File: config.mk
export PLATFORM = sky130hd
export DESIGN_NAME = cpuCore
export DESIGN_NICKNAME = d
export VERILOG_FILES = /design/src/design/cpuPkg.sv /design/src/design/decodeIf.sv /design/src/design/instrDecoder.sv /design/src/design/regFile.sv /design/src/design/operandRouter.sv /design/src/design/aluPipe.sv /design/src/design/cpuCore.sv
export SDC_FILE = /design/constraint.sdc
export NUM_CORES = 2
export LEC_CHECK = 0
export BUFFER_PORTS_ARGS = -buffer_cell sky130_fd_sc_hd__buf_2
export CAP_MARGIN = 25
export CORE_MARGIN = 10
export CORE_UTILIZATION = 55
export DETAILED_ROUTE_END_ITERATION = 10
export GPL_ROUTABILITY_DRIVEN = 0
export HOLD_SLACK_MARGIN = 0.15
export PLACE_DENSITY_LB_ADDON = 0.12
export SYNTH_ARGS = -nofsm -noshare
export SYNTH_HDL_FRONTEND = slang
export SYNTH_SLANG_ARGS = --single-unit
File: constraint.sdc
create_clock -name clk -period 21.8 [get_ports clk]
set_input_delay 1.09 -clock clk [delete_from_list [all_inputs] [get_ports clk]]
set_output_delay 1.09 -clock clk [all_outputs]
set_load 0.01 [all_outputs]
File: src/design/cpuPkg.sv
package cpuPkg;

    localparam int wordW = 32;
    localparam logic [wordW-1:0] resetVector = 32'h0000_1000;
    localparam int aluLatency = 4; // execute strobe to done

    typedef logic [3:0] regIdx_t;

    localparam regIdx_t regZero = 4'd0;
    localparam regIdx_t regPc = 4'd15; // reads as next address

    typedef enum logic [3:0] {
        opOr     = 4'h0,
        opAnd    = 4'h1,
        opXor    = 4'h2,
        opSra    = 4'h3,
        opAdd    = 4'h4,
        opMul    = 4'h5,
        opEq     = 4'h6,
        opLt     = 4'h7,
        opOrNot  = 4'h8,
        opAndNot = 4'h9,
        opPack   = 4'ha, // a << 12 with low 12 bits of b
        opSrl    = 4'hb,
        opSub    = 4'hc,
        opShl    = 4'hd,
        opTest   = 4'he, // bit b of a
        opGe     = 4'hf
    } aluOp_e;

    typedef enum logic [1:0] {
        fmtXYI   = 2'b00,
        fmtXIY   = 2'b01,
        fmtIXY   = 2'b10,
        fmtImm20 = 2'b11
    } fmtKind_e;

    typedef enum logic [1:0] {
        derefNone     = 2'b00, // z = rhs
        derefStoreZ   = 2'b01, // mem[rhs] = z
        derefStoreRhs = 2'b10, // mem[z] = rhs
        derefLoad     = 2'b11  // z = mem[rhs]
    } derefMode_e;

endpackage

File: src/design/decodeIf.sv
`timescale 1ns/1ps

interface decodeIf;
    import cpuPkg::*;

    regIdx_t          idxZ;
    regIdx_t          idxX;
    regIdx_t          idxY;
    logic [wordW-1:0] imm;
    aluOp_e           op;
    fmtKind_e         kind;
    logic             storing;
    logic             loading;
    logic             derefRhs;
    logic             branching;

    modport src (
        output idxZ, idxX, idxY, imm, op, kind,
        output storing, loading, derefRhs, branching
    );

    modport dst (
        input idxZ, idxX, idxY, imm, op, kind,
        input storing, loading, derefRhs, branching
    );

endinterface

File: src/design/instrDecoder.sv
`timescale 1ns/1ps

module instrDecoder (
    input  logic [cpuPkg::wordW-1:0] instr_i,
    decodeIf.src                     dec
);
    import cpuPkg::*;

    derefMode_e  mode;
    logic [19:0] immField;

    // kind, mode, z, x, then y/op/imm12 or imm20
    assign dec.kind = fmtKind_e'(instr_i[31:30]);
    assign mode     = derefMode_e'(instr_i[29:28]);
    assign dec.idxZ = instr_i[27:24];
    assign dec.idxX = instr_i[23:20];
    assign immField = instr_i[19:0];

    always_comb begin
        if (dec.kind == fmtImm20) begin
            dec.idxY = regZero;
            dec.op   = opOr;
            dec.imm  = {{(wordW-20){immField[19]}}, immField};
        end else begin
            dec.idxY = immField[19:16];
            dec.op   = aluOp_e'(immField[15:12]);
            dec.imm  = {{(wordW-12){immField[11]}}, immField[11:0]};
        end
    end

    assign dec.storing  = mode inside {derefStoreZ, derefStoreRhs};
    assign dec.loading  = mode == derefLoad;
    assign dec.derefRhs = mode inside {derefStoreZ, derefLoad}; // low mode bit

    // a store names z as data or address, never as a target
    assign dec.branching = (dec.idxZ == regPc) && !dec.storing;

endmodule

File: src/design/regFile.sv
`timescale 1ns/1ps

module regFile (
    input  logic                     clk,
    decodeIf.dst                     dec,
    input  logic                     we_i,
    input  logic [cpuPkg::wordW-1:0] wdata_i,
    input  logic [cpuPkg::wordW-1:0] nextPc_i,
    output logic [cpuPkg::wordW-1:0] valZ_o,
    output logic [cpuPkg::wordW-1:0] valX_o,
    output logic [cpuPkg::wordW-1:0] valY_o
);
    import cpuPkg::*;

    logic [wordW-1:0] regs [1:14] = '{default: '0};
    logic             writable;

    function automatic logic [wordW-1:0] readReg(input regIdx_t idx);
        if (idx == regZero) begin
            return '0;
        end else if (idx == regPc) begin
            return nextPc_i; // pc lives in the sequencer
        end
        return regs[idx];
    endfunction

    always_comb begin
        valZ_o = readReg(dec.idxZ);
        valX_o = readReg(dec.idxX);
        valY_o = readReg(dec.idxY);
    end

    assign writable = (dec.idxZ != regZero) && (dec.idxZ != regPc);

    always_ff @(posedge clk) begin
        if (we_i && writable) begin
            regs[dec.idxZ] <= wdata_i;
        end
    end

    // z reads back the write, unchanged if dropped
    writeReadBack: assert property (@(posedge clk)
        we_i |=> (dec.idxZ != $past(dec.idxZ))
            || (valZ_o == ($past(writable) ? $past(wdata_i) : $past(valZ_o))));

endmodule

File: src/design/operandRouter.sv
`timescale 1ns/1ps

module operandRouter (
    decodeIf.dst                     dec,
    input  logic [cpuPkg::wordW-1:0] valX_i,
    input  logic [cpuPkg::wordW-1:0] valY_i,
    output logic [cpuPkg::wordW-1:0] opA_o,
    output logic [cpuPkg::wordW-1:0] opB_o,
    output logic [cpuPkg::wordW-1:0] opC_o
);
    import cpuPkg::*;

    always_comb begin
        case (dec.kind)
            fmtXYI: begin
                opA_o = valX_i;
                opB_o = valY_i;
                opC_o = dec.imm;
            end
            fmtXIY: begin
                opA_o = valX_i;
                opB_o = dec.imm;
                opC_o = valY_i;
            end
            fmtIXY: begin
                opA_o = dec.imm;
                opB_o = valX_i;
                opC_o = valY_i;
            end
            default: begin // imm20, plain x + imm
                opA_o = '0;
                opB_o = valX_i;
                opC_o = dec.imm;
            end
        endcase
    end

endmodule

File: src/design/aluPipe.sv
`timescale 1ns/1ps

module aluPipe (
    input  logic                     clk,
    input  logic                     reset,
    input  logic                     execStb_i,
    input  cpuPkg::aluOp_e           op_i,
    input  logic [cpuPkg::wordW-1:0] opA_i,
    input  logic [cpuPkg::wordW-1:0] opB_i,
    input  logic [cpuPkg::wordW-1:0] opC_i,
    output logic [cpuPkg::wordW-1:0] result_o,
    output logic                     done_o
);
    import cpuPkg::*;

    aluOp_e                opReg;
    logic [wordW-1:0]      aReg;
    logic [wordW-1:0]      bReg;
    logic [wordW-1:0]      cReg;
    logic [wordW-1:0]      opRes;
    logic [aluLatency-1:0] stbPipe; // one bit per cycle since strobe

    function automatic logic [wordW-1:0] applyOp(input aluOp_e op,
                                                 input logic [wordW-1:0] a,
                                                 input logic [wordW-1:0] b);
        logic signed [wordW-1:0] sa;
        logic signed [wordW-1:0] sb;
        logic [wordW-1:0]        y;
        sa = a;
        sb = b;
        case (op)
            opOr:     y = a | b;
            opAnd:    y = a & b;
            opXor:    y = a ^ b;
            opSra:    y = sa >>> b;
            opAdd:    y = a + b;
            opMul:    y = a * b;
            opEq:     y = {wordW{a == b}};
            opLt:     y = {wordW{sa < sb}};
            opOrNot:  y = a | ~b;
            opAndNot: y = a & ~b;
            opPack:   y = {a[wordW-13:0], b[11:0]};
            opSrl:    y = a >> b;
            opSub:    y = a - b;
            opShl:    y = a << b;
            opTest:   y = {wordW{(b < wordW) && a[b[4:0]]}};
            opGe:     y = {wordW{sa >= sb}};
            default:  y = '0;
        endcase
        return y;
    endfunction

    always_ff @(posedge clk) begin
        if (reset) begin
            stbPipe <= '0;
        end else begin
            stbPipe <= {stbPipe[aluLatency-2:0], execStb_i};
        end
    end

    always_ff @(posedge clk) begin
        if (execStb_i) begin // stage 1, operands
            opReg <= op_i;
            aReg  <= opA_i;
            bReg  <= opB_i;
            cReg  <= opC_i;
        end
        if (stbPipe[0]) begin // stage 2
            opRes <= applyOp(opReg, aReg, bReg);
        end
        if (stbPipe[1]) begin // stage 3, held till next strobe
            result_o <= opRes + cReg;
        end
    end

    assign done_o = stbPipe[aluLatency-1];

    stbToDone: assert property (@(posedge clk) disable iff (reset)
        execStb_i |-> ##aluLatency done_o);

    doneFromStb: assert property (@(posedge clk) disable iff (reset)
        done_o |-> $past(execStb_i, aluLatency));

endmodule

File: src/design/cpuCore.sv
`timescale 1ns/1ps

module cpuCore (
    input  logic                     clk,
    input  logic                     reset,
    output logic [cpuPkg::wordW-1:0] adr_o,
    input  logic [cpuPkg::wordW-1:0] dat_i,
    output logic [cpuPkg::wordW-1:0] dat_o,
    output logic                     wen_o,
    output logic                     stb_o,
    output logic                     cyc_o,
    input  logic                     ack_i,
    input  logic                     err_i,
    input  logic                     retry_i,
    output logic                     halt_o
);
    import cpuPkg::*;

    typedef enum logic [2:0] {
        sFetch,
        sLatch,
        sExec,
        sWaitExec,
        sAddr,
        sData,
        sWriteback
    } seqState_e;

    seqState_e        state;
    logic [wordW-1:0] instrReg;
    logic [wordW-1:0] nextPc;
    logic [wordW-1:0] rhsReg;
    logic [wordW-1:0] loadData;
    logic [wordW-1:0] valZ;
    logic [wordW-1:0] valX;
    logic [wordW-1:0] valY;
    logic [wordW-1:0] opA;
    logic [wordW-1:0] opB;
    logic [wordW-1:0] opC;
    logic [wordW-1:0] aluResult;
    logic [wordW-1:0] wdata;
    logic [wordW-1:0] dataAdr;
    logic             execStb;
    logic             aluDone;
    logic             regWe;
    logic             memAccess;

    decodeIf dec ();

    instrDecoder u_decoder (
        .instr_i (instrReg),
        .dec     (dec)
    );

    regFile u_regs (
        .clk      (clk),
        .dec      (dec),
        .we_i     (regWe),
        .wdata_i  (wdata),
        .nextPc_i (nextPc),
        .valZ_o   (valZ),
        .valX_o   (valX),
        .valY_o   (valY)
    );

    operandRouter u_router (
        .dec    (dec),
        .valX_i (valX),
        .valY_i (valY),
        .opA_o  (opA),
        .opB_o  (opB),
        .opC_o  (opC)
    );

    aluPipe u_alu (
        .clk       (clk),
        .reset     (reset),
        .execStb_i (execStb),
        .op_i      (dec.op),
        .opA_i     (opA),
        .opB_i     (opB),
        .opC_i     (opC),
        .result_o  (aluResult),
        .done_o    (aluDone)
    );

    assign halt_o    = err_i | retry_i;
    assign memAccess = dec.loading | dec.storing;
    assign execStb   = (state == sExec) && !halt_o; // stall here on halt
    assign regWe     = (state == sWriteback) && !dec.storing;
    assign wdata     = dec.derefRhs ? loadData : rhsReg;
    assign dataAdr   = dec.derefRhs ? rhsReg : valZ;
    assign dat_o     = dec.derefRhs ? valZ : rhsReg;
    assign stb_o     = (state == sFetch) || (state == sData);
    assign cyc_o     = stb_o;
    assign wen_o     = (state == sData) && dec.storing;

    always_ff @(posedge clk) begin
        if (reset) begin
            state <= sFetch;
            adr_o <= resetVector;
        end else begin
            case (state)
                sFetch: if (ack_i) state <= sLatch;
                sLatch: state <= sExec; // decode and register reads settle
                sExec: if (!halt_o) state <= sWaitExec;
                sWaitExec: if (aluDone) state <= sAddr;
                sAddr: begin
                    adr_o <= dataAdr;
                    state <= memAccess ? sData : sWriteback;
                end
                sData: if (ack_i) state <= sWriteback;
                default: begin // writeback
                    adr_o <= dec.branching ? wdata : nextPc;
                    state <= sFetch;
                end
            endcase
        end
    end

    always_ff @(posedge clk) begin
        if (state == sFetch && ack_i) begin
            instrReg <= dat_i;
            nextPc   <= adr_o + 1'b1;
        end
        if (state == sWaitExec && aluDone) begin
            rhsReg <= aluResult;
        end
        if (state == sData && ack_i) begin
            loadData <= dat_i;
        end
    end

    busHold: assert property (@(posedge clk) disable iff (reset)
        stb_o && !ack_i |=> stb_o && $stable(adr_o) && $stable(wen_o));

endmodule

; ---- After elaboration in Yosys (flattened, before gate mapping)
; Memory sizes are Yosys's and may differ from the RTL's. A register that Yosys moved wholly into a read port is not among the register bits.
; Index checks and enable logic that the tools add are counted.
[totals]
ff_bits = 331
ramBits = 448
in_bits = 37
word_cells = 134
mem_count = 1
[memory_table]
columns = name, depth, word_bits, read_ports, rd_ports_with_merged_regs, write_ports, line_no
row1 = u_regs.regs, 14, 32, 3, 2, 1, regFile.sv:15  ; logic [wordW-1:0] regs [1:14] = '{default: '0};
[classes]
n_addsub = 4
mul = 1
n_lt_le_gt_ge = 4
n_eq_ne = 36
shift = 3
n_mux = 38
bitwise = 8
n_reduce_logical = 26
[op_table]
columns = op, n
row1 = case mux 32 bit (16 select lines), 1
row2 = two-way mux 32 bit, 15
row3 = case mux 32 bit (2 select lines), 3
row4 = adder 32 bit, 2
row5 = bitwise AND 32 bit, 2
row6 = bitwise OR 32 bit, 2
row7 = == test 4 bit (second input constant), 11
row8 = adder 32 x 1 -> 32 bit (second input constant), 1
row9 = == test 32 bit, 1
row10 = greater-or-equal comparator 32 bit, 1
row11 = less-than comparator 32 bit, 1
row12 = less-than comparator 32 x 6 -> 1 bit (second input constant), 1
row13 = multiplier 32 x 32 -> 32 bit, 1
row14 = NOT 32 bit, 1
row15 = left shift 32 x 32 -> 32 bit, 1
row16 = >> shifter 32 x 32 -> 32 bit, 1
row17 = >>> shifter 32 x 32 -> 32 bit, 1
row18 = subtractor 32 bit, 1
row19 = XOR 32 bit, 1
row20 = case mux 3 bit (6 select lines), 1
row21 = == test 4 x 3 -> 1 bit (second input constant), 4
row22 = zero test 4 bit, 4
row23 = two-way mux 3 bit, 4
row24 = two-way mux 4 bit, 3
row25 = 25 further kinds, 56

; ---- Depth between registers and ports, before layout
[logic_depth]
depth_word = 7
mapped_depth = 31
ltp_nobuf = 27

; ---- Modules after synthesis
; A second synthesis with hierarchy kept.
[hier_totals]
cells_unflattened = 6410
area_unflattened_um2 = 67398.4
[by_module_without_submodules]
columns = mod, instances, cells_per_inst, area_per_inst_um2
row1 = aluPipe, 1, 3615, 31699.2
row2 = regFile, 1, 1976, 26141.3
row3 = cpuCore, 1, 532, 7576.0
row4 = operandRouter, 1, 226, 1532.7
row5 = instrDecoder, 1, 61, 449.2

; ---- Worst setup path after synthesis
; OpenSTA, ideal clock, no wires.
[synth_path]
kind = flip-flop to flip-flop
start = reg u_alu.bReg[2]
end = reg u_alu.opRes[31] (data pin)
setup_ns = 0.152
arrival_ns = 7.627
required_time_ns = 21.648
setup_slack_ns = 14.021
path_stages_with_launch = 28
synth_period_minus_slack_ns = 7.779
path_cell_list = edfxtp_1 -> buf_2 -> clkbuf_1 -> clkbuf_1 -> buf_1 -> clkbuf_1 -> and2_1 -> fa_1 -> fa_1 -> fa_1 -> inv_1 -> fa_1 -> inv_1 -> fa_1 -> fa_1 -> fa_1 -> fa_1 -> ha_1 -> a21o_1 -> a21o_1 -> a21o_1 -> a21o_1 -> a21oi_1 -> o2111ai_1 -> a221oi_1 -> xnor2_1 -> nand2_1 -> a31oi_1
[synth_via]
elab_chain_cells = 4
[synth_lines]
columns = element, line_no
row1 = "start, declared", aluPipe.sv:18  ; logic [wordW-1:0] bReg;
row2 = "start signal, assigned", aluPipe.sv:65  ; bReg <= opB_i;
row3 = branches (longest 3 deep; another with multiplier 32 x 32 -> 32 bit), --
row4 = case mux 32 bit (16 select lines) (*), aluPipe.sv:31  ; case (op)
row5 = "end signal, assigned", aluPipe.sv:69  ; opRes <= applyOp(opReg, aReg, bReg);
row6 = "end, declared", aluPipe.sv:20  ; logic [wordW-1:0] opRes;
; Mark *: on every way between the ends. The select of a mux whose other input is x is not followed.
; A chain may end at the register's enable or synchronous reset.

; ---- Final worst setup path
[layout_path]
start = reg u_alu.bReg[5]
end = reg u_alu.opRes[31] (data pin)
[layout_via]
elab_chain_cells = 3
[layout_lines]
columns = element, line_no
row1 = branches (longest 2 deep; another with multiplier 32 x 32 -> 32 bit), --
row2 = case mux 32 bit (16 select lines) (*), aluPipe.sv:31
; Mark *: on every way between the ends.

==> out/qor.txt <==
First-pass GRT wire length: 353 mm
Post-route setup slack: 12850 ps
Max Buffers Root-to-Sink: 3
Synthesis-stage register bit count: 787
Sequential power share: 0.250
Final Cycle Share: 0.411
Mapped Avg Cell Area: 10.2 µm²
Post-synth top area share: 0.336
Initial DRC count: 7567
Final non-filler cell area: 70800 µm²
RSZ-0062 raised after global routing: no
Clk network pwr share: 0.217
Leak: 0.0276 µW
Asr flop ratio synth: 0
CTS Buf Count: 85
Worst Max-Slew Pin Slew: 1160 ps
Die ar.: 134000 µm²
Top routing layer used: met4
CTS tree: yes
EDFF count, synth: 740
Worst Hold Class: reg2reg
Critical path's slowest cell: clkinv_1
Sequential area share after synthesis: 0.351
# hold bufs at CTS: 0
Routed vias/inst: 6.81
Clk slew on worst S/H paths: 80 ps
Met1 WL: 85.5 mm
Main synth FF type: edfxtp_1
Worst reg2reg endpoint: u_alu.opRes[31]
# resized after CTS: 0
Met2 Wirelength: 109 mm
WL met3: 28.8 mm
DR WL/cell: 30.1 µm
Mapped Nets: 7170
Max_cap viols: 0
Overflow after GRT: 0
Max Clock Freq: 0.112 GHz
Die Height: 367 µm
Core area: 120000 µm²
Sw power: 2950 µW
Nets@finish: 6988
Pint: 4120 µW
Initial core utilization: 0.552
Clock Latency Late Sink: 680 ps
Crit-path max cell delay: 1070 ps
DP Area: 67800 µm²
Startpoint types: flop
Root Buffer: clkbuf_16
Setup crit end kind: flop
Wire length after detailed routing: 241 mm
Critical Path Source: u_alu.bReg[5]
Post-CTS Setup Inserts: 0
Post-DP HPWL: 158 mm
Final slew viol count: 0
Core Util, Final: 0.592
Largest net degree at the start of global routing: 129
# H-tree levels: 3
Cell variety after synth: 87
DP Worst Slack: 13130 ps
Gate Count Post-Synth: 6497
Post-synth top cells: edfxtp_1, nand2_1, nor2_1, inv_1, fa_1
Setup CP Type: reg2reg
Via Count: 54.5k
Setup Viol. Count Final: 0
Layout cells sized above 1: 0.110
Status: completed
DRT Pass-1 Iters: 6
IO buf count: 104
DRC Markers: 0
Vias in the first global route: 53.8k
Std cell rows: 127
DRT antenna net count: 0
Area Overhead vs Synth: 7.24%
FF-to-FF Start: u_alu.bReg[5]
Sw Share: 0.418
Required @ worst endpoint: 22320 ps
Largest cells by area after synthesis: edfxtp_1, fa_1, mux4_2
Clk_skew: 35.0 ps
Worst Reg2Reg Path Length in Cells: 23
Min Clock Period, post-route: 8950 ps
Initial antenna violation count: 4
Yosys synthesis warning count: 0
Comb power frac: 0.533
Worst EP arrival: 9470 ps
CTS sink cnt: 787
Count leader, synth: edfxtp_1
Largest area contributor in the netlist: edfxtp_1
CP Cell Sequence: clkinv_1, nor2_1, fa_1, fa_1, fa_1, inv_1, fa_1, inv_1, fa_1, fa_1, fa_1, fa_1, ha_1, a21o_1, a21o_1, a21o_1, a21o_1, a21oi_1, o2111ai_1, a221oi_1, xnor2_1, nand2_1, a31oi_1
Fin. Hold Viols: 0
I/O Pins: 105
Crit path capture: u_alu.opRes[31]
Relative slew slack: 0.228
R2r setup slk: 12850 ps
GRT Total Usage: 0.348
Worst Path Max Fanout: 20
Die width: 367 µm
Crit path top cell by count: fa_1
Synthesized area: 66100 µm²
Max VDD drop: 0.203 mV
Total negative slack: 0 ps
Pwr dens: 99.8 nW/µm²
how the worst min path moves through the flow:
stage / slack [ps] / start / end / cells past startpoint
after floorplan: 400 / u_alu.result_o[0] / rhsReg[0] / 0
after global placement: 400 / u_alu.result_o[9] / rhsReg[9] / 0
after detailed placement: 410 / u_alu.result_o[30] / rhsReg[30] / 0
after CTS: 410 / u_alu.result_o[23] / rhsReg[23] / 0
after global routing: 420 / u_alu.result_o[23] / rhsReg[23] / 0
final: 420 / u_alu.result_o[28] / rhsReg[28] / 0
cell type report:
| cell class | instances | area (µm²) |
|---|---|---|
| Inverter | 477 | 1790 |
| Sequential cell | 787 | 23200 |
| Clock inverter | 48 | 573 |
| Timing Repair Buffer | 248 | 1670 |
| Clock buffer | 108 | 2360 |
| Antenna cell | 4 | 10.0 |
| Tap cell | 1612 | 2020 |
| Fill cell | 10100 | 48800 |
| Multi-Input combinational cell | 4716 | 39200 |
placed cells by master (no fill, tap or decap), drive strengths merged, types with 79 or more instances in the layout:
cell type	netlist	final
o21ai	258	258
nand2	692	692
a211oi	380	380
mux2i	302	302
mux4	194	194
a21o	79	79
inv	472	480
o211ai	122	122
buf	110	248
xnor2	117	117
ha	225	225
nor2	537	537
edfxtp	740	740
clkbuf	407	108
fa	411	411
a21oi	386	386
and2	233	233
routing by layer:
metal / up-vias / global-route usage
li1: 23000 / -
met1: 26600 / 0.429
met2: 3792 / 0.546
met3: 1041 / 0.0923
met4: 0 / 0.214
met5: - / 0
power groups by stage:
| stage | clock (µW) | combinational [µW] | sequential [µW] |
|---|---|---|---|
| 3_3_place_gp | 0 | 3590 | 1800 |
| 4_1_cts | 1540 | 3670 | 1770 |
| 6_report | 1530 | 3770 | 1770 |
| 3_5_place_dp | 0 | 3630 | 1800 |
| 5_1_grt | 1600 | 4060 | 1770 |
| 2_1_floorplan | 0 | 2650 | 1750 |
worst max-delay path, delay by kind of cell (launching register included):
family	cells	cell delay [ps]
adder cells (fa/ha/maj)	9	4200
flip-flops	1	970
XOR/XNOR	1	160
AND/OR/NAND/NOR	2	650
AO/OA/AOI/OAI	8	1630
buffers and inverters	3	1170
state kept, by name, indices dropped and copies added, names as in the netlist, named ones only:
register	cells
u_alu.result_o	32
u_regs.regs	448
u_alu.bReg	32
u_alu.cReg	32
u_alu.opReg	4
u_alu.aReg	32
rhsReg	32
instrReg	32
u_alu.opRes	32
state	3
u_alu.stbPipe	4
nextPc	32
loadData	32
adr_o	32
per-stage QoR:
step	cells	hold WS (ps)	total power (µW)
2_1_floorplan	6497	400	4400
3_3_place_gp	7832	401	5390
3_5_place_dp	7836	407	5430
4_1_cts	7992	413	6980
5_1_grt	7996	419	7430
6_report	8000	418	7070
cell families (layout without fill, tap and decap cells):
| group | after synthesis | in the layout | share of synthesized area |
|---|---|---|---|
| muxes | 555 | 555 | 0.122 |
| adders and majority gates | 636 | 636 | 0.167 |
| AOI/OAI and AO/OA | 1555 | 1555 | 0.156 |
| buffers and inverters | 994 | 881 | 0.0587 |
| xor gates and xnor gates | 194 | 194 | 0.0257 |
| other | 0 | 4 | 0 |
| and+or+nand+nor | 1776 | 1776 | 0.120 |
| DFF | 787 | 787 | 0.351 |
Power figures use the tool's default switching activity.
